<file path="config.mk">
export PLATFORM = sky130hd
export DESIGN_NAME = data_capture_ctrl
export DESIGN_NICKNAME = d
export VERILOG_FILES = /design/src/source/dcb_pkg.sv /design/src/source/data_capture_ctrl.sv
export VERILOG_INCLUDE_DIRS = /design/src /design/src/source
export SDC_FILE = /design/constraint.sdc
export NUM_CORES = 1
export LEC_CHECK = 0
export BUFFER_PORTS_ARGS = -buffer_cell sky130_fd_sc_hd__buf_4
export CAP_MARGIN = 40
export CORE_MARGIN = 3
export CORE_UTILIZATION = 49
export CTS_CLUSTER_SIZE = 10
export DETAILED_ROUTE_END_ITERATION = 6
export GPL_ROUTABILITY_DRIVEN = 0
export PLACE_DENSITY = 0.86
export SYNTH_ARGS = -nofsm -noshare
export SYNTH_HDL_FRONTEND = slang
export SYNTH_SLANG_ARGS = --single-unit
</file>
<file path="constraint.sdc">
create_clock -name clk -period 2.6 [get_ports clk]
set_clock_uncertainty 0.1 [all_clocks]
set_input_delay 0.39 -clock clk [delete_from_list [all_inputs] [get_ports clk]]
set_output_delay 0.39 -clock clk [all_outputs]
set_load 0.02 [all_outputs]
</file>
<file path="src/source/dcb_cfg.svh">
/*
 * Build constants for the motor-current data collection buffer.
 * Register bus address map, buffer size and the collect bit.
 * Include wherever a width or an address constant is needed.
 */

`ifndef DCB_CFG_SVH
`define DCB_CFG_SVH

// buffer geometry
`define DCB_BUF_DEPTH     1024      // entries in the capture memory
`define DCB_ADDR_W        10        // buffer address width

// address blocks in reg addr bits 15:12
`define DCB_BLK_MAIN      4'h0      // per-channel board registers
`define DCB_BLK_BUF       4'h7      // capture buffer readback

// offsets in reg addr bits 3:0
`define DCB_OFF_DAC_CTRL  4'h1      // dac control, channel in bits 7:4
`define DCB_OFF_STATUS    4'he      // capture status, channel field must be 0

`define DCB_COLLECT_BIT   30        // start/stop bit in dac write data

`endif

</file>
<file path="src/source/dcb_pkg.sv">
/*
 * Shared types of the data collection buffer.
 * Host command, buffer entry layout, memory write and status structs,
 * plus the host port decode classes. Imported by the RTL and the checker.
 */

`default_nettype none

`include "dcb_cfg.svh"

package dcb_pkg;

    // kind of a stored entry, top two bits of the word
    typedef enum logic [1:0] {
        ENTRY_CMD = 2'd0,   // commanded current
        ENTRY_FB  = 2'd1    // feedback sample
    } entry_kind_e;

    // decoded dac control write, valid for one cycle
    typedef struct packed {
        logic        valid;
        logic [3:0]  chan;      // from reg addr bits 7:4
        logic        collect;   // collect bit of the write data
        logic [15:0] current;   // commanded current
    } dac_cmd_t;

    // one 32-bit buffer word
    typedef struct packed {
        entry_kind_e             kind;
        logic [`DCB_ADDR_W-1:0] addr_field;  // zero in memory, live addr on readback
        logic [3:0]              chan;
        logic [15:0]             sample;
    } buf_entry_t;

    // one memory write
    typedef struct packed {
        logic                   wr;
        logic [`DCB_ADDR_W-1:0] addr;
        buf_entry_t             entry;
    } buf_wr_t;

    // session state seen by the host
    typedef struct packed {
        logic                   collecting;
        logic [3:0]             chan;
        logic [`DCB_ADDR_W-1:0] wr_addr;     // address of the last write
    } capture_status_t;

    // host port decode result
    typedef enum logic [1:0] {
        OP_NONE,        // ignored write or unmapped read
        OP_DAC,         // dac control write
        OP_STATUS_RD,   // status register read
        OP_BUF_RD       // buffer read
    } reg_op_e;

endpackage

`default_nettype wire

</file>
<file path="src/source/data_capture_ctrl.sv">
/*
 * Capture session control for one channel at a time.
 * A dac command with the collect bit starts a session, later commands for
 * that channel and rising edges of the feedback strobe are written as
 * entries at consecutive addresses. The memory write is registered.
 */

`default_nettype none

`include "dcb_cfg.svh"

module data_capture_ctrl
    import dcb_pkg::*;
(
    input  logic            clk,
    input  logic            rst_n,
    input  dac_cmd_t        cmd,        // decoded dac control write
    input  logic            cur_fb_wen, // feedback ready strobe
    input  logic [15:0]     cur_fb,     // feedback sample
    output logic [3:0]      chan,       // channel whose adc sample is wanted
    output buf_wr_t         wr,         // memory write
    output capture_status_t status      // session state for the host
);

    // ------------------------------------------------------------
    // state
    // ------------------------------------------------------------
    logic                   collecting;     // session running
    logic [3:0]             chan_q;         // latched session channel
    logic                   wr_en;          // registered write strobe
    logic [`DCB_ADDR_W-1:0] wr_addr;        // address of the current write
    buf_entry_t             wr_entry;       // payload, no reset
    logic                   fb_last;        // strobe of last cycle
    logic                   fb_pend;        // sample waiting behind a command
    logic [15:0]            fb_hold;        // the waiting sample

    logic                   fb_trig;        // rising edge of the strobe
    logic                   cmd_start;      // start of a new session
    logic                   cmd_same;       // command on the session channel
    logic                   cmd_keep;       // command entry to be written
    logic                   fb_now;         // feedback entry this cycle
    logic [`DCB_ADDR_W-1:0] addr_next;      // wrapped next address

    // ------------------------------------------------------------
    // command and feedback qualification
    // ------------------------------------------------------------
    assign fb_trig   = cur_fb_wen & ~fb_last;
    assign cmd_start = cmd.valid & cmd.collect & ~collecting;
    assign cmd_same  = cmd.valid & collecting & (cmd.chan == chan_q);
    assign cmd_keep  = cmd_start | (cmd_same & cmd.collect);   // stop writes nothing

    // other-channel commands are dropped so feedback still gets through
    assign fb_now = collecting & fb_trig & ~cmd_start & ~cmd_same;

    assign addr_next = (wr_addr == `DCB_ADDR_W'(`DCB_BUF_DEPTH - 1)) ?
                       '0 : wr_addr + 1'b1;

    // ------------------------------------------------------------
    // control registers
    // ------------------------------------------------------------
    always_ff @(posedge clk) begin
        if (!rst_n) begin
            collecting <= 1'b0;
            chan_q     <= 4'd1;
            wr_en      <= 1'b0;
            wr_addr    <= '0;
            fb_last    <= 1'b0;
            fb_pend    <= 1'b0;
        end else begin
            fb_last <= cur_fb_wen;
            wr_en   <= 1'b0;
            fb_pend <= 1'b0;
            if (cmd_start) begin
                collecting <= 1'b1;
                chan_q     <= cmd.chan;
                wr_addr    <= '0;           // session always starts at entry 0
                wr_en      <= 1'b1;
                fb_pend    <= fb_trig;      // coincident edge goes next cycle
            end else if (cmd_same) begin
                collecting <= cmd.collect;
                if (cmd.collect) begin
                    wr_en   <= 1'b1;
                    wr_addr <= addr_next;
                    fb_pend <= fb_trig;
                end
            end else if (fb_pend || fb_now) begin
                // no edge can follow a pending one, the strobe is still high
                wr_en   <= 1'b1;
                wr_addr <= addr_next;
            end
        end
    end

    // ------------------------------------------------------------
    // entry payload
    // ------------------------------------------------------------
    always_ff @(posedge clk) begin
        if (cmd_keep && fb_trig)
            fb_hold <= cur_fb;              // sample held behind the command
        if (cmd_keep) begin
            wr_entry <= '{kind: ENTRY_CMD, addr_field: '0,
                          chan: cmd.chan, sample: cmd.current};
        end else if (fb_pend) begin
            wr_entry <= '{kind: ENTRY_FB, addr_field: '0,
                          chan: chan_q, sample: fb_hold};
        end else if (fb_now) begin
            wr_entry <= '{kind: ENTRY_FB, addr_field: '0,
                          chan: chan_q, sample: cur_fb};
        end
    end

    // outputs
    assign chan   = chan_q;
    assign wr     = '{wr: wr_en, addr: wr_addr, entry: wr_entry};
    assign status = '{collecting: collecting, chan: chan_q, wr_addr: wr_addr};

endmodule

`default_nettype wire

</file>
==> flow_metrics.env <==
export IMPL_p_leak_nw=1.46
export IMPL_yosysSeqAreaShare_pct=53.3
export IMPL_final_core_util_pct=65.0
export IMPL_fmax_ghz=0.465
export IMPL_hold_path_startpoint="cur_fb[12]"
export IMPL_syn_instance_count=225
export IMPL_io_pins=103
export IMPL_area_growth_pct=25.0
export IMPL_grt_max_degree=20
export IMPL_grt_pass1_vias=1862
export IMPL_worstPathMaxFanout=6
export IMPL_cts_resized=0
export IMPL_async_reset_ff_share_pct=0
export IMPL_drv_cap=0
export IMPL_die_x_um=80.8
export IMPL_yosys_warnings=0
export IMPL_numCtsBuffers=5
export IMPL_end_kind="flop"
export IMPL_antenna_cells=0
export IMPL_synthTopCellsByArea="edfxtp_1 39%, mux2_2 14%, dfxtp_1 14%"
export IMPL_die_area_mm2=0.00653
export IMPL_finalCriticalPeriod_ns=2.15
export IMPL_vdd_drop_max_uv=274
export IMPL_grt_usage_pct=17.9
export IMPL_reg2regPathDepth=6
export IMPL_grt_pass1_wl_mm=9.00
export IMPL_post_drt_via_cell_ratio=5.26
export IMPL_firstDrtPassIters=4
export IMPL_crit_arrival_ns=2.12
export IMPL_htree_num_levels=2
export IMPL_worst_r2r_endpoint="wr[18]"
export IMPL_final_area_mm2=0.00343
export IMPL_syn_avg_cell_area_um2=12.2
export IMPL_place_hpwl_mm=4.23
export IMPL_cts_setup_buffers=0
export IMPL_hold_violations=0
export IMPL_via_count=1973
export IMPL_start_util_pct=52.0
export IMPL_antenna_left=0
export IMPL_clock_latency_ns=0.31
export IMPL_core_mm2=0.00527
export IMPL_ys_flop_type="edfxtp_1"
export IMPL_post_route_period_util_pct=82.7
export IMPL_setup_viol=0
export IMPL_cts_buffer_depth=2
export IMPL_status="completed"
export IMPL_timing_rr_start="chan[3]"
export IMPL_num_fill_cells=443
export IMPL_ys_types=43
export IMPL_hold_path_class="in -> reg"
export IMPL_worst_slew_pin_transition_ns=0.626
export IMPL_synth_largest_area_cell="edfxtp_1"
export IMPL_drive_gt1_share_pct=48.2
export IMPL_synth_top_area_share_pct=39.4
export IMPL_synth_edf_count=36
export IMPL_io_buffers=91
export IMPL_wl_per_cell_um=15.3
export IMPL_antenna_found_initial=0
export IMPL_num_rows=26
export IMPL_cts_root_buf="clkbuf_8"
export IMPL_finalPower_mw=1.80
export IMPL_overflow=0
export IMPL_cts_tree="done"
export IMPL_wirelength_mm=5.74
export IMPL_nets=346
export IMPL_fp_dieH_um=80.8
export IMPL_maxSlewHeadroom_pct=58.1
export IMPL_drv_slew=0
export IMPL_clock_sinks=55
export IMPL_holdPathEnd="fb_hold[12]"
export IMPL_ys_ff_latch=55
export IMPL_cp_start_kind="flop"
export IMPL_setup_tns_ns=0
export IMPL_postCtsHoldBufs=0
export IMPL_regToRegSetupSlack_ns=0.45
export IMPL_powerDensity_mw_per_mm2=524
export IMPL_crit_start="chan[3]"
export IMPL_whs_path_depth=1
export IMPL_drt_initial_drc_count=101
export IMPL_syn_area_mm2=0.00274
export IMPL_critical_path_class="reg -> reg"
export IMPL_rsz0062_at_grt="false"
export IMPL_dpl_cell_area_mm2=0.00334
export IMPL_drc=0
export IMPL_required_ns=2.57
export IMPL_clk_pin_slew_worst_paths_ns=0.11
==> layer usage <==
layer	part of all wire, %	track usage [%]	up-vias
li1	-	-	949
met1	42	23.7	948
met2	50	30.0	69
met3	6.4	3.22	7
met4	1.1	5.07	0
met5	0	0	-
==> per-stage QoR <==
step	setup slack (ns)	hold WS, ns	instances
after detailed placement	0.313	0.340	367
after CTS	0.423	0.147	375
final	0.450	0.154	375
after global routing	0.287	0.135	375
after floorplan	0.304	0.389	235
after global placement	0.381	0.344	367
==> Yosys cell counts (2+ instances only) <==
cell type / n
nand2_1: 21
o21a_1: 2
nand3_1: 7
a31oi_1: 4
nor2_1: 5
o41ai_1: 2
buf_6: 2
xnor2_1: 3
mux2i_1: 3
o21ai_0: 3
buf_2: 3
a311oi_1: 2
nand4_1: 3
a31o_2: 2
nor2b_1: 2
buf_4: 27
a21boi_0: 2
edfxtp_1: 36
mux2_2: 35
and2_1: 4
and4_1: 2
a21oi_1: 3
dfxtp_1: 19
clkbuf_1: 3
o211ai_1: 2
inv_1: 3
and3_1: 9
==> layout make-up <==
cell class,count,area (um2),area share (%)
sequential,55,1460,42.7
timing repair buffer,98,736,21.5
tap,70,87.6,2.56
multi-input combinational,141,1040,30.4
inverter,3,11.3,0.329
clock buffer,6,72.6,2.12
clock inverter,2,17.5,0.511
==> kinds of logic after synthesis <==
| group | Yosys count | synth area share [%] |
|---|---|---|
| and+or+nand+nor | 59 | 11.1 |
| DFF | 55 | 53.3 |
| buffers and inverters | 39 | 10.1 |
| muxes | 38 | 15.5 |
| AOI/OAI and AO/OA | 28 | 7.80 |
| xor gates and xnor gates | 4 | 1.55 |
| adders and majority gates | 1 | 0.456 |
| other | 1 | 0.137 |
==> placed cells by master, fill, tap and decap left out, types with 4 or more instances in the layout <==
cell / n
edfxtp_1: 36
conb_1: 11
nand3_1: 7
buf_4: 98
mux2_2: 35
dfxtp_1: 19
nand2_1: 21
clkbuf_8: 5
and2_1: 4
a31oi_1: 4
nor2_1: 5
and3_1: 9
==> worst max path at each step <==
stage                  to  slack [ns]  depth (start not counted)
2_1_floorplan  fb_hold[0]        0.30                          6
3_3_place_gp       wr[12]        0.38                          7
3_5_place_dp       wr[12]        0.31                          7
4_1_cts             wr[5]        0.42                          6
5_1_grt             wr[5]        0.29                          6
6_report           wr[18]        0.45                          6
==> where the power goes <==
| part | internal, mW | switching [mW] |
|---|---|---|
| Clock | 0.194 | 0.286 |
| Combinational | 0.150 | 0.162 |
| Sequential | 0.983 | 0.0208 |
| Total | 1.33 | 0.468 |
==> worst max-delay path, stage by stage (launching register included) <==
cell     delay (ns)
dfxtp_1        0.43
xnor2_1        0.16
nand3_1        0.17
nor2_1         0.28
o21a_1         0.26
buf_4          0.17
mux2_2         0.33
==> registers in the layout, indices dropped and copies added (netlist names) <==
name / count
chan: 4
collecting: 1
fb_hold: 16
fb_last: 1
fb_pend: 1
wr: 21
wr_addr: 10
wr_en: 1
Note: power is estimated with default switching activity, not from simulation.
