### src/source/dcb_cfg.svh
/*
 * Build constants for the motor-current data collection buffer.
 * Register bus address map, buffer size and the collect bit.
 * Include wherever a width or an address constant is needed.
 */

`ifndef DCB_CFG_SVH
`define DCB_CFG_SVH

// buffer geometry
`define DCB_BUF_DEPTH     1024      // entries in the capture memory
`define DCB_ADDR_W        10        // buffer address width

// address blocks in reg addr bits 15:12
`define DCB_BLK_MAIN      4'h0      // per-channel board registers
`define DCB_BLK_BUF       4'h7      // capture buffer readback

// offsets in reg addr bits 3:0
`define DCB_OFF_DAC_CTRL  4'h1      // dac control, channel in bits 7:4
`define DCB_OFF_STATUS    4'he      // capture status, channel field must be 0

`define DCB_COLLECT_BIT   30        // start/stop bit in dac write data

`endif

### src/source/dcb_pkg.sv
/*
 * Shared types of the data collection buffer.
 * Host command, buffer entry layout, memory write and status structs,
 * plus the host port decode classes. Imported by the RTL and the checker.
 */

`default_nettype none

`include "dcb_cfg.svh"

package dcb_pkg;

    // kind of a stored entry, top two bits of the word
    typedef enum logic [1:0] {
        ENTRY_CMD = 2'd0,   // commanded current
        ENTRY_FB  = 2'd1    // feedback sample
    } entry_kind_e;

    // decoded dac control write, valid for one cycle
    typedef struct packed {
        logic        valid;
        logic [3:0]  chan;      // from reg addr bits 7:4
        logic        collect;   // collect bit of the write data
        logic [15:0] current;   // commanded current
    } dac_cmd_t;

    // one 32-bit buffer word
    typedef struct packed {
        entry_kind_e             kind;
        logic [`DCB_ADDR_W-1:0] addr_field;  // zero in memory, live addr on readback
        logic [3:0]              chan;
        logic [15:0]             sample;
    } buf_entry_t;

    // one memory write
    typedef struct packed {
        logic                   wr;
        logic [`DCB_ADDR_W-1:0] addr;
        buf_entry_t             entry;
    } buf_wr_t;

    // session state seen by the host
    typedef struct packed {
        logic                   collecting;
        logic [3:0]             chan;
        logic [`DCB_ADDR_W-1:0] wr_addr;     // address of the last write
    } capture_status_t;

    // host port decode result
    typedef enum logic [1:0] {
        OP_NONE,        // ignored write or unmapped read
        OP_DAC,         // dac control write
        OP_STATUS_RD,   // status register read
        OP_BUF_RD       // buffer read
    } reg_op_e;

endpackage

`default_nettype wire

### src/source/host_reg_port.sv
/*
 * Register bus side of the data collection buffer.
 * Turns dac control writes into a registered command and answers reads
 * from the capture memory or the status register one cycle later.
 */

`default_nettype none

`include "dcb_cfg.svh"

module host_reg_port
    import dcb_pkg::*;
(
    input  logic                   clk,
    input  logic                   rst_n,
    input  logic [15:0]            reg_waddr,
    input  logic [31:0]            reg_wdata,
    input  logic                   reg_wen,
    input  logic [15:0]            reg_raddr,
    output logic [31:0]            reg_rdata,   // valid one cycle after reg_raddr
    output dac_cmd_t               cmd,
    input  capture_status_t        status,
    output logic [`DCB_ADDR_W-1:0] ram_raddr,
    input  logic [31:0]            ram_rdata
);

    reg_op_e     wr_op;         // class of the current write
    reg_op_e     rd_op;         // class of the current read address
    reg_op_e     rd_op_q;       // read class, aligned with ram_rdata
    logic        cmd_valid;
    logic [3:0]  cmd_chan;
    logic        cmd_collect;
    logic [15:0] cmd_current;
    buf_entry_t  mem_word;      // memory word with live address
    logic [31:0] status_word;

    // ------------------------------------------------------------
    // address decode
    // ------------------------------------------------------------
    always_comb begin
        wr_op = OP_NONE;        // other offsets are simply dropped
        if (reg_wen && reg_waddr[15:12] == `DCB_BLK_MAIN &&
            reg_waddr[3:0] == `DCB_OFF_DAC_CTRL)
            wr_op = OP_DAC;
    end

    always_comb begin
        rd_op = OP_NONE;
        if (reg_raddr[15:12] == `DCB_BLK_BUF)
            rd_op = OP_BUF_RD;
        else if (reg_raddr[15:12] == `DCB_BLK_MAIN && reg_raddr[11:4] == 8'h00 &&
                 reg_raddr[3:0] == `DCB_OFF_STATUS)
            rd_op = OP_STATUS_RD;
    end

    // ------------------------------------------------------------
    // registers
    // ------------------------------------------------------------
    always_ff @(posedge clk) begin
        if (!rst_n) begin
            cmd_valid <= 1'b0;
            rd_op_q   <= OP_NONE;
        end else begin
            cmd_valid <= (wr_op == OP_DAC);     // one cycle per write
            rd_op_q   <= rd_op;
        end
    end

    always_ff @(posedge clk) begin
        if (wr_op == OP_DAC) begin
            cmd_chan    <= reg_waddr[7:4];
            cmd_collect <= reg_wdata[`DCB_COLLECT_BIT];
            cmd_current <= reg_wdata[15:0];
        end
    end

    assign cmd = '{valid: cmd_valid, chan: cmd_chan, collect: cmd_collect,
                   current: cmd_current};

    // ------------------------------------------------------------
    // read data
    // ------------------------------------------------------------
    assign ram_raddr = reg_raddr[`DCB_ADDR_W-1:0];  // ram adds the cycle

    always_comb begin
        mem_word            = buf_entry_t'(ram_rdata);
        mem_word.addr_field = status.wr_addr;       // live write address
    end

    assign status_word = {status.collecting, 11'd0, status.chan,
                          {(16 - `DCB_ADDR_W){1'b0}}, status.wr_addr};

    always_comb begin
        case (rd_op_q)
            OP_BUF_RD:    reg_rdata = mem_word;
            OP_STATUS_RD: reg_rdata = status_word;
            default:      reg_rdata = 32'd0;        // unmapped
        endcase
    end

endmodule

`default_nettype wire

### config.mk
export PLATFORM = sky130hd
export DESIGN_NAME = host_reg_port
export DESIGN_NICKNAME = d
export VERILOG_FILES = /design/src/source/dcb_pkg.sv /design/src/source/host_reg_port.sv
export VERILOG_INCLUDE_DIRS = /design/src /design/src/source
export SDC_FILE = /design/constraint.sdc
export NUM_CORES = 1
export LEC_CHECK = 0
export BUFFER_PORTS_ARGS = -buffer_cell sky130_fd_sc_hd__buf_2
export CORE_MARGIN = 4
export CORE_UTILIZATION = 30
export DETAILED_ROUTE_END_ITERATION = 8
export GPL_TIMING_DRIVEN = 0
export PLACE_DENSITY = 0.81
export SETUP_SLACK_MARGIN = 0.15
export SYNTH_ARGS = -nofsm -noshare
export SYNTH_HDL_FRONTEND = slang
export SYNTH_SLANG_ARGS = --single-unit
export TNS_END_PERCENT = 1
### constraint.sdc
create_clock -name clk -period 4.2 [get_ports clk]
set_input_delay 0.42 -clock clk [delete_from_list [all_inputs] [get_ports clk]]
set_output_delay 0.42 -clock clk [all_outputs]
set_load 0.02 [all_outputs]
==> results of run 1 <==
==> metal layers <==
metal / vias to the layer above / track usage / part of all wire
met1: 565 / 0.122 / 0.30
met4: 0 / 0.0615 / 0.016
met2: 100 / 0.273 / 0.51
li1: 673 / - / -
met5: - / 0 / 0
met3: 4 / 0.0647 / 0.18
==> critical path, cell delays in order <==
cell      delay, ps
buf_2            90
nor4b_1         340
nand3b_1        160
nor4_2          440
buf_4           290
buf_4           180
==> final cells by class <==
type,count,area [µm²]
Antenna cell,1,2.50
Buffer,19,123
Clock buffer,3,41.3
Clock inverter,1,30.0
Fill cell,353,1880
Multi-Input combinational cell,60,448
Sequential cell,24,691
Tap cell,50,62.6
Timing Repair Buffer,150,756
==> metrics by stage <==
step	hold WS, ps	cells	area [µm²]	worst slack, ps
6_report	329	308	2150	2250
4_1_cts	317	307	2150	2240
3_3_place_gp	596	301	2060	242
3_5_place_dp	598	303	2080	1970
5_1_grt	306	308	2150	2070
2_1_floorplan	519	103	1250	893
==> how the worst max path moves through the flow <==
| stage | startpoint | endpoint | slack, ps | depth (start not counted) |
|---|---|---|---|---|
| floorplan | reg_waddr[1] | cmd_chan[0]$_DFFE_PP_ | 890 | 3 |
| global placement | reg_waddr[1] | cmd_chan[2]$_DFFE_PP_ | 240 | 4 |
| detailed placement | reg_waddr[1] | cmd_current[5]$_DFFE_PP_ | 1970 | 6 |
| CTS | reg_waddr[1] | cmd_chan[2]$_DFFE_PP_ | 2240 | 6 |
| global route | reg_waddr[1] | cmd_current[4]$_DFFE_PP_ | 2070 | 6 |
| finish | reg_waddr[1] | cmd_chan[2]$_DFFE_PP_ | 2250 | 6 |
==> logic make-up (layout without fill, tap and decap cells) <==
kind of cell / after synthesis / after routing / synth area share
simple gates: 44 / 44 / 0.226
buf+inv: 19 / 173 / 0.0977
flops: 24 / 24 / 0.550
compound gates: 1 / 1 / 0.00598
other cells: 0 / 1 / 0
mux: 15 / 15 / 0.120
==> state kept, by name, summed over array words and instances (netlist names) <==
| register | count |
|---|---|
| cmd_collect | 1 |
| cmd_chan | 4 |
| cmd_current | 16 |
| rd_op_q | 2 |
| cmd_valid | 1 |
==> power groups by stage <==
stage                     logic (mW)  clock network (mW)  registers (mW)
final                         0.0772               0.195           0.260
after global routing          0.0849               0.216           0.260
after CTS                     0.0780               0.203           0.260
after detailed placement      0.0779                   0           0.265
after global placement        0.0751                   0           0.265
after floorplan               0.0278                   0           0.266
==> placed cells by master, fill, tap and decap left out, types with 3 or more instances in the layout <==
cell type / n
and3_1: 17
buf_2: 150
buf_4: 15
clkbuf_1: 4
clkbuf_8: 3
dfxtp_1: 3
edfxtp_1: 21
mux2i_1: 15
nor2b_1: 16
nor4_1: 3
==> run summary, run 1 <==
### Outcome
- result of the run: completed

### Die
- core box area: 4030 µm²
- number of ports placed on the die boundary: 178
- x dimension of the die: 72.7 µm
- die height: 72.7 µm
- initial cell density of the core: 0.311
- area of the die: 5280 µm²
- Std-Cell Rows: 23

### Timing
- unrepaired setup endpoints after global routing: false
- fmax: 513 MHz
- number of pins exceeding their max-slew limit in the final report: 0
- Final Hold Viols: 0
- number of failing setup endpoints in the final timing report: 0
- slew at the pin closest to its max-slew limit: 562 ps
- ratio of final minimum period to clock period: 0.464
- sum of negative setup slack: 0 ps
- tightest slew margin relative to the limit: 0.622
- min Tclk post-route: 1950 ps

### Finish
- fraction of layout cells with a size suffix above 1: 0.665
- final net count: 372
- fin util: 0.534
- layout overhead on the synthesized area: 71.6%

### Global route
- total routing resource utilization after global routing: 0.141
- overflow left after global routing: 0
- global-route wire length before repair: 5760 µm
- pin count of the biggest net entering global routing: 15
- initial antenna violation count: 1
- vias in the first global route: 1,327

### Route
- iteration count of the initial detailed-routing pass: 4
- routed len/inst: 13.1 µm
- post-detailed-route count of antenna-violating nets: 0
- vias per cell: 4.36
- violation count after the first detailed-route iteration: 18
- total via count in the routed design: 1,342
- Final Routed Wirelength: 4030 µm
- DRC violation count after routing: 0

### Logic synthesis
- number of standard cells after synthesis: 103
- ranking of synthesized cells by area: edfxtp_1, mux2i_1, and3_1
- average size of a mapped cell: 12.2 µm²
- Distinct cells, synth: 17
- Top FF cell, synth: edfxtp_1
- number of warnings printed during yosys synthesis: 0
- post-synth top area share: 0.502
- sequential share of the synthesized area: 0.550
- area of the mapped netlist: 1250 µm²
- library cell occupying the most area in the post-synthesis netlist: edfxtp_1
- ranking of synthesized cells by instance count: edfxtp_1, and3_1, nor2b_1
- top-count cell post-synth: edfxtp_1
- number of enable-type register cells in the synthesized netlist: 21
- number of nets in the synthesized netlist: 217
- register bit total from synthesis: 24
- share of async-settable or async-resettable flops after synthesis: 0

### Worst hold path
- startpoint of the worst hold path: reg_wdata[3]
- end point of the most critical hold path: cmd_current[3]$_DFFE_PP_
- depth of the worst hold-timing path: 1
- Worst Hold Class: in2reg

### CTS
- H-tree levels: 1
- postcts setup bufs: 0
- clock edge transition at the registers on the reported setup and hold paths: 80 ps
- number of buffers created by CTS: 3
- post-cts repair resize count: 0
- # clock sinks: 24
- Clock Tree Root: clkbuf_8
- CTS tree: yes
- number of buffers added to fix hold violations after cts: 0
- maximum number of buffers from clock root to sink: 2

### Pwr
- share of total power in the clock network: 0.366
- Cell Int Power: 0.431 mW
- Logic pwr share: 0.145
- Sw Share: 0.189
- total power after layout: 0.532 mW
- static leakage: 1.16 nW
- switching power: 0.101 mW
- register share of total power: 0.488
- VDD IR-drop max: 0.200 mV
- Power Dens Cells: 247 nW/µm²

### Place
- number of buffer cells added on primary ports: 148
- gpl congestion: 0.825
- DP Wirelength: 3590 µm

### Setup path
- type of the worst setup path: in2reg
- CP Data Required Time: 4180 ps
- sort of element at the end of the critical path: flip-flop
- Crit Path Max Fanout: 11
- type of element launching the critical path: input port
- arrival time worst endpoint: 1930 ps

### Job
- reported max-cap violation count: 0

No activity file was read; power rests on OpenSTA's default activity.
==> run 2, diff against run 1 <==
clock period = 2 ns   (was 4.2 ns; I/O delays follow)
==> run 2 against run 1 <==
  * Via count is 4.4% higher
  * Critical path depth is 2 lower
  * Global-route usage is 0.30 points lower
  * Sequential power is 110% higher
  * Clock power is 110% higher
  * Clock-buffer cell count stayed put
  * Sequential share of layout area is 0.19 points lower
  * Cell count is 0.65% lower
  * First-iteration DRC count is 28% higher
  * Final area is 0.58% higher
  * Setup slack worse by 2100 ps
  * Largest cell class unchanged
  * Largest power group unchanged
==> run summary, run 2 (synthesis gave the netlist of run 1 again) <==
### CTS
- number of buffers created by CTS: 3, unchanged
- maximum number of buffers from clock root to sink: 2, unchanged
- CTS tree: yes
- clock edge transition at the registers on the reported setup and hold paths: 80 ps, about the same
- Clock Tree Root: clkbuf_8
- # clock sinks: 24, unchanged
- H-tree levels: 1, unchanged
- number of buffers added to fix hold violations after cts: 0, unchanged

### Route
- violation count after the first detailed-route iteration: 23, +5
- post-detailed-route count of antenna-violating nets: 0, unchanged
- DRC violation count after routing: 0, unchanged
- iteration count of the initial detailed-routing pass: 4, unchanged
- vias per cell: 4.58, +5.1%
- total via count in the routed design: 1,401, +4.4%
- Final Routed Wirelength: 4160 µm, +3.4%
- routed len/inst: 13.6 µm, +4.1%

### Global route
- total routing resource utilization after global routing: 0.138, -0.00297
- overflow left after global routing: 0, unchanged
- global-route wire length before repair: 5810 µm, +0.83%
- initial antenna violation count: 0, -1
- vias in the first global route: 1,403, +5.7%
- pin count of the biggest net entering global routing: 22, +7

### Setup path
- Crit Path Max Fanout: 11, unchanged
- sort of element at the end of the critical path: flip-flop
- CP Data Required Time: 1890 ps, -2290 ps
- arrival time worst endpoint: 1750 ps, -180 ps
- type of element launching the critical path: input port
- type of the worst setup path: in2reg

### Finish
- Antenna diodes: 0, -1
- layout overhead on the synthesized area: 72.6%
- fraction of layout cells with a size suffix above 1: 0.664, -0.00131
- footprint of the flip-flops and latches: 691 µm², unchanged
- final net count: 371, -0.27%
- most common library cell in the layout ignoring fill and taps: buf_2
- register name with the most flops: cmd_current
- biggest regs: cmd_current (16), cmd_chan (4), rd_op_q (2)
- leading cell types in the layout, fill and taps excluded: buf_2, edfxtp_1, and3_1
- number of flip-flops under the largest register name: 16, unchanged
- multi-input combinational cell area: 478 µm², +6.7%
- # fillers: 371, +5.1%

### Timing
- min Tclk post-route: 1850 ps
- ratio of final minimum period to clock period: 0.927
- number of failing setup endpoints in the final timing report: 0, unchanged
- unrepaired setup endpoints after global routing: true
- final hold slack: 108 ps, -221 ps
- slew at the pin closest to its max-slew limit: 759 ps, +197 ps
- Final Hold Viols: 0, unchanged
- sum of negative setup slack: 0 ps, unchanged
- number of pins exceeding their max-slew limit in the final report: 0, unchanged
- fmax: 539 MHz
- tightest slew margin relative to the limit: 0.490, -0.132

### Pwr
- share of total power in the clock network: 0.366, about the same
- Logic pwr share: 0.149, +0.004
- Cell Int Power: 0.906 mW, +110%
- VDD IR-drop max: 0.462 mV, +130%
- Power Dens Cells: 519 nW/µm², +110%
- register share of total power: 0.485, -0.003
- static leakage: 1.15 nW, -0.55%
- switching power: 0.219 mW, +120%
- Sw Share: 0.195, +0.00505

### Die
- Std-Cell Rows: 23, unchanged
- core box area: 4030 µm², unchanged
- area of the die: 5280 µm², unchanged
- number of ports placed on the die boundary: 178, unchanged
- die height: 72.7 µm, unchanged
- x dimension of the die: 72.7 µm, unchanged
- initial cell density of the core: 0.311, unchanged

### Job
- reported max-cap violation count: 0, unchanged

### Place
- gpl congestion: 0.707, -14%
- DP Wirelength: 3480 µm, -3.2%
- number of buffer cells added on primary ports: 148, unchanged

### Worst hold path
- Worst Hold Class: in2reg

### Outcome
- result of the run: completed

run 2: final cells by class:
type / count / share of cell area
timing repair buffer: 148 / 0.342
sequential: 24 / 0.319
multi-input combinational: 61 / 0.221
buffer: 19 / 0.0566
tap: 50 / 0.0289
clock buffer: 3 / 0.0191
clock inverter: 1 / 0.0139
run 2: final timing paths:
| check | from | to | slack (ps) | cells past startpoint |
|---|---|---|---|---|
| worst max-delay path | reg_waddr[1] | cmd_current[9]$_DFFE_PP_ | 150 | 4 |
| worst min-delay path | reg_wdata[4] | cmd_current[4]$_DFFE_PP_ | 110 | 1 |
run 2: repair_timing:
item | in CTS | in global routing
resized for setup | 0 | 1
gates cloned | 0 | 1
hold endpoints to repair | 0 | 0
pin swaps | 0 | 1
buffers inserted | 0 | 0
setup endpoints to repair | 21 | 21
run 2: per-stage QoR:
stage,worst slack [ps],power [mW],cells,cell area [µm²],utilization
3_3_place_gp,-181,0.717,301,2070,0.515
6_report,146,1.12,306,2170,0.538
2_1_floorplan,243,0.617,103,1270,-
3_5_place_dp,-239,0.722,301,2070,0.515
4_1_cts,27.1,1.13,305,2140,0.532
5_1_grt,57.3,1.18,306,2170,0.538
run 2: routing by layer:
metal,routed length [µm],global-route usage
met5,0,0
met4,76,0.0512
met3,706,0.0689
met2,2170,0.278
met1,1210,0.111
run 2: power groups by stage:
stage               combinational [mW]  clock [mW]  sequential (mW)
CTS                              0.166       0.422            0.545
global placement                 0.160           0            0.557
global route                     0.185       0.447            0.545
detailed placement               0.165           0            0.557
finish                           0.168       0.411            0.545
floorplan                       0.0587           0            0.558
run 2: worst max-delay path, stage by stage:
cell	delay, ps
buf_2	100
nor4b_1	370
nand3b_1	300
nor4_4	780
==> run 3, diff against run 2 <==
CORE_ASPECT_RATIO = 0.6   (was unset)
==> run 3 against run 2 <==
  * Fmax grew 13%
  * First-iteration DRC count grew 39%
  * Die area grew 0.65%
  * Final area up 0.12%
  * Critical path depth is 1 higher
  * Combinational power is essentially flat
  * Non-clock buffer count is 1 higher
  * Clock-buffer cell count stayed put
  * Flip-flop and latch count stayed put
  * Via count down 3.7%
  * Setup slack improved by 220 ps
  * Wire length increased by 3.9%
  * Critical endpoint is now reg_rdata[1]
  * Largest power group unchanged
==> run summary, run 3 (synthesis gave the netlist of run 1 again) <==
### Outcome
- result of the run: completed

### Route
- routed len/inst: 13.8 µm, +1.5%
- violation count after the first detailed-route iteration: 32, +39%
- post-detailed-route count of antenna-violating nets: 0, unchanged
- vias per cell: 4.31, -5.9%
- total via count in the routed design: 1,349, -3.7%
- DRC violation count after routing: 0, unchanged
- iteration count of the initial detailed-routing pass: 4, unchanged
- Final Routed Wirelength: 4330 µm, +3.9%

### Setup path
- type of the worst setup path: reg2out
- type of element launching the critical path: flip-flop
- sort of element at the end of the critical path: output port
- Crit Path Max Fanout: 10, -1
- CP Data Required Time: 1800 ps, -90 ps
- arrival time worst endpoint: 1440 ps, -310 ps

### Global route
- pin count of the biggest net entering global routing: 22, unchanged
- GR met1 Demand/Resource: 0.164, +0.0531
- global-route wire length before repair: 6360 µm, +9.5%
- overflow left after global routing: 0, unchanged
- grt met3 use: 0.0363, -0.0326
- vias in the first global route: 1,421, +1.3%
- total routing resource utilization after global routing: 0.149, +0.0107
- initial antenna violation count: 0, unchanged
- most heavily used metal layer in global routing: met2
- M2 GR Usage: 0.293, +0.0153

### CTS
- # clock sinks: 24, unchanged
- number of buffers created by CTS: 3, unchanged
- clock edge transition at the registers on the reported setup and hold paths: 80 ps, about the same
- CTS tree: yes
- postcts setup bufs: 0, unchanged
- post-cts repair resize count: 0, unchanged
- H-tree levels: 1, unchanged
- number of buffers added to fix hold violations after cts: 0, unchanged
- maximum number of buffers from clock root to sink: 2, unchanged
- Clock Tree Root: clkbuf_8

### Finish
- leading cell types in the layout, fill and taps excluded: buf_2, edfxtp_1, and3_1
- register name with the most flops: cmd_current
- Antenna diodes: 0, unchanged
- biggest regs: cmd_current (16), cmd_chan (4), rd_op_q (2)
- fraction of layout cells with a size suffix above 1: 0.664, unchanged
- layout overhead on the synthesized area: 72.8%
- number of flip-flops under the largest register name: 16, unchanged
- final net count: 371, unchanged
- # fillers: 348, -6.2%
- most common library cell in the layout ignoring fill and taps: buf_2

### Die
- area of the die: 5320 µm², +0.65%
- x dimension of the die: 91.5 µm, +26%
- die height: 58.1 µm, -20%
- number of ports placed on the die boundary: 178, unchanged
- initial cell density of the core: 0.326, +0.0145
- core box area: 3850 µm², -4.4%
- Std-Cell Rows: 17, -26%

### Pwr
- share of total power in the clock network: 0.366, about the same
- Logic pwr share: 0.147, -0.002
- Power Dens Cells: 517 nW/µm², -0.38%
- static leakage: 1.16 nW, +0.42%
- switching power: 0.216 mW, -1.3%
- Sw Share: 0.193, -0.00197
- Cell Int Power: 0.905 mW, about the same
- register share of total power: 0.486, about the same
- VDD IR-drop max: 0.252 mV, -45%
- total power after layout: 1.12 mW, -0.27%

### Worst hold path
- Worst Hold Class: in2reg

### Timing
- unrepaired setup endpoints after global routing: false
- number of pins exceeding their max-slew limit in the final report: 0, unchanged
- final hold slack: 110 ps, +2.22 ps
- slew at the pin closest to its max-slew limit: 549 ps, -210 ps
- tightest slew margin relative to the limit: 0.631, +0.141
- ratio of final minimum period to clock period: 0.819, -0.108
- number of failing setup endpoints in the final timing report: 0, unchanged
- Final Hold Viols: 0, unchanged
- fmax: 611 MHz, +13%
- min Tclk post-route: 1640 ps, -217 ps

### Job
- reported max-cap violation count: 0, unchanged

### Place
- gpl congestion: 0.783, +11%
- number of buffer cells added on primary ports: 148, unchanged
- DP Wirelength: 3820 µm, +9.7%

==> run 3: cell types whose count changed in the layout (fill, tap and decap cells not counted) <==
cell	change
buf_8	+1
nor4_4	-1
==> run 3: metal layers <==
metal  routed length, µm  part of all wire
met1                1570              0.36
met5                   0                 0
met3                 280             0.065
met2                2450              0.57
met4                  26            0.0060
==> run 3: worst paths after layout <==
check                  start                       end  cells past startpoint
max    rd_op_q[0]$_SDFF_PN0_              reg_rdata[1]                      5
min             reg_wdata[4]  cmd_current[4]$_DFFE_PP_                      1
==> run 3: layout make-up <==
class	count	area, µm²	share of cell area
Multi-Input combinational cell	60	457	0.211
Tap cell	57	71.3	0.0329
Buffer	19	123	0.0565
Clock inverter	1	30.0	0.0138
Clock buffer	3	41.3	0.0190
Timing Repair Buffer	149	756	0.349
Sequential cell	24	691	0.319
==> run 3: power by group through the flow <==
stage	clock network, mW	logic, mW	registers [mW]
6_report	0.411	0.165	0.545
5_1_grt	0.457	0.181	0.545
4_1_cts	0.429	0.166	0.545
3_5_place_dp	0	0.166	0.557
3_3_place_gp	0	0.160	0.557
2_1_floorplan	0	0.0587	0.558
==> run 3: worst max-delay path, stage by stage, from the launching register on <==
cell	delay, ps
dfxtp_1	310
buf_2	140
buf_4	240
mux2i_1	250
nor2b_1	80
buf_2	160
==> run 3: through the flow <==
step	cell area, µm²	setup slack (ps)	instances	setup TNS, ps	util
3_5_place_dp	2080	-242	308	-5070	0.541
4_1_cts	2150	37.4	312	0	0.559
6_report	2170	363	313	0	0.563
3_3_place_gp	2080	-188	308	-3920	0.541
5_1_grt	2170	279	313	0	0.563
2_1_floorplan	1270	243	103	0	-
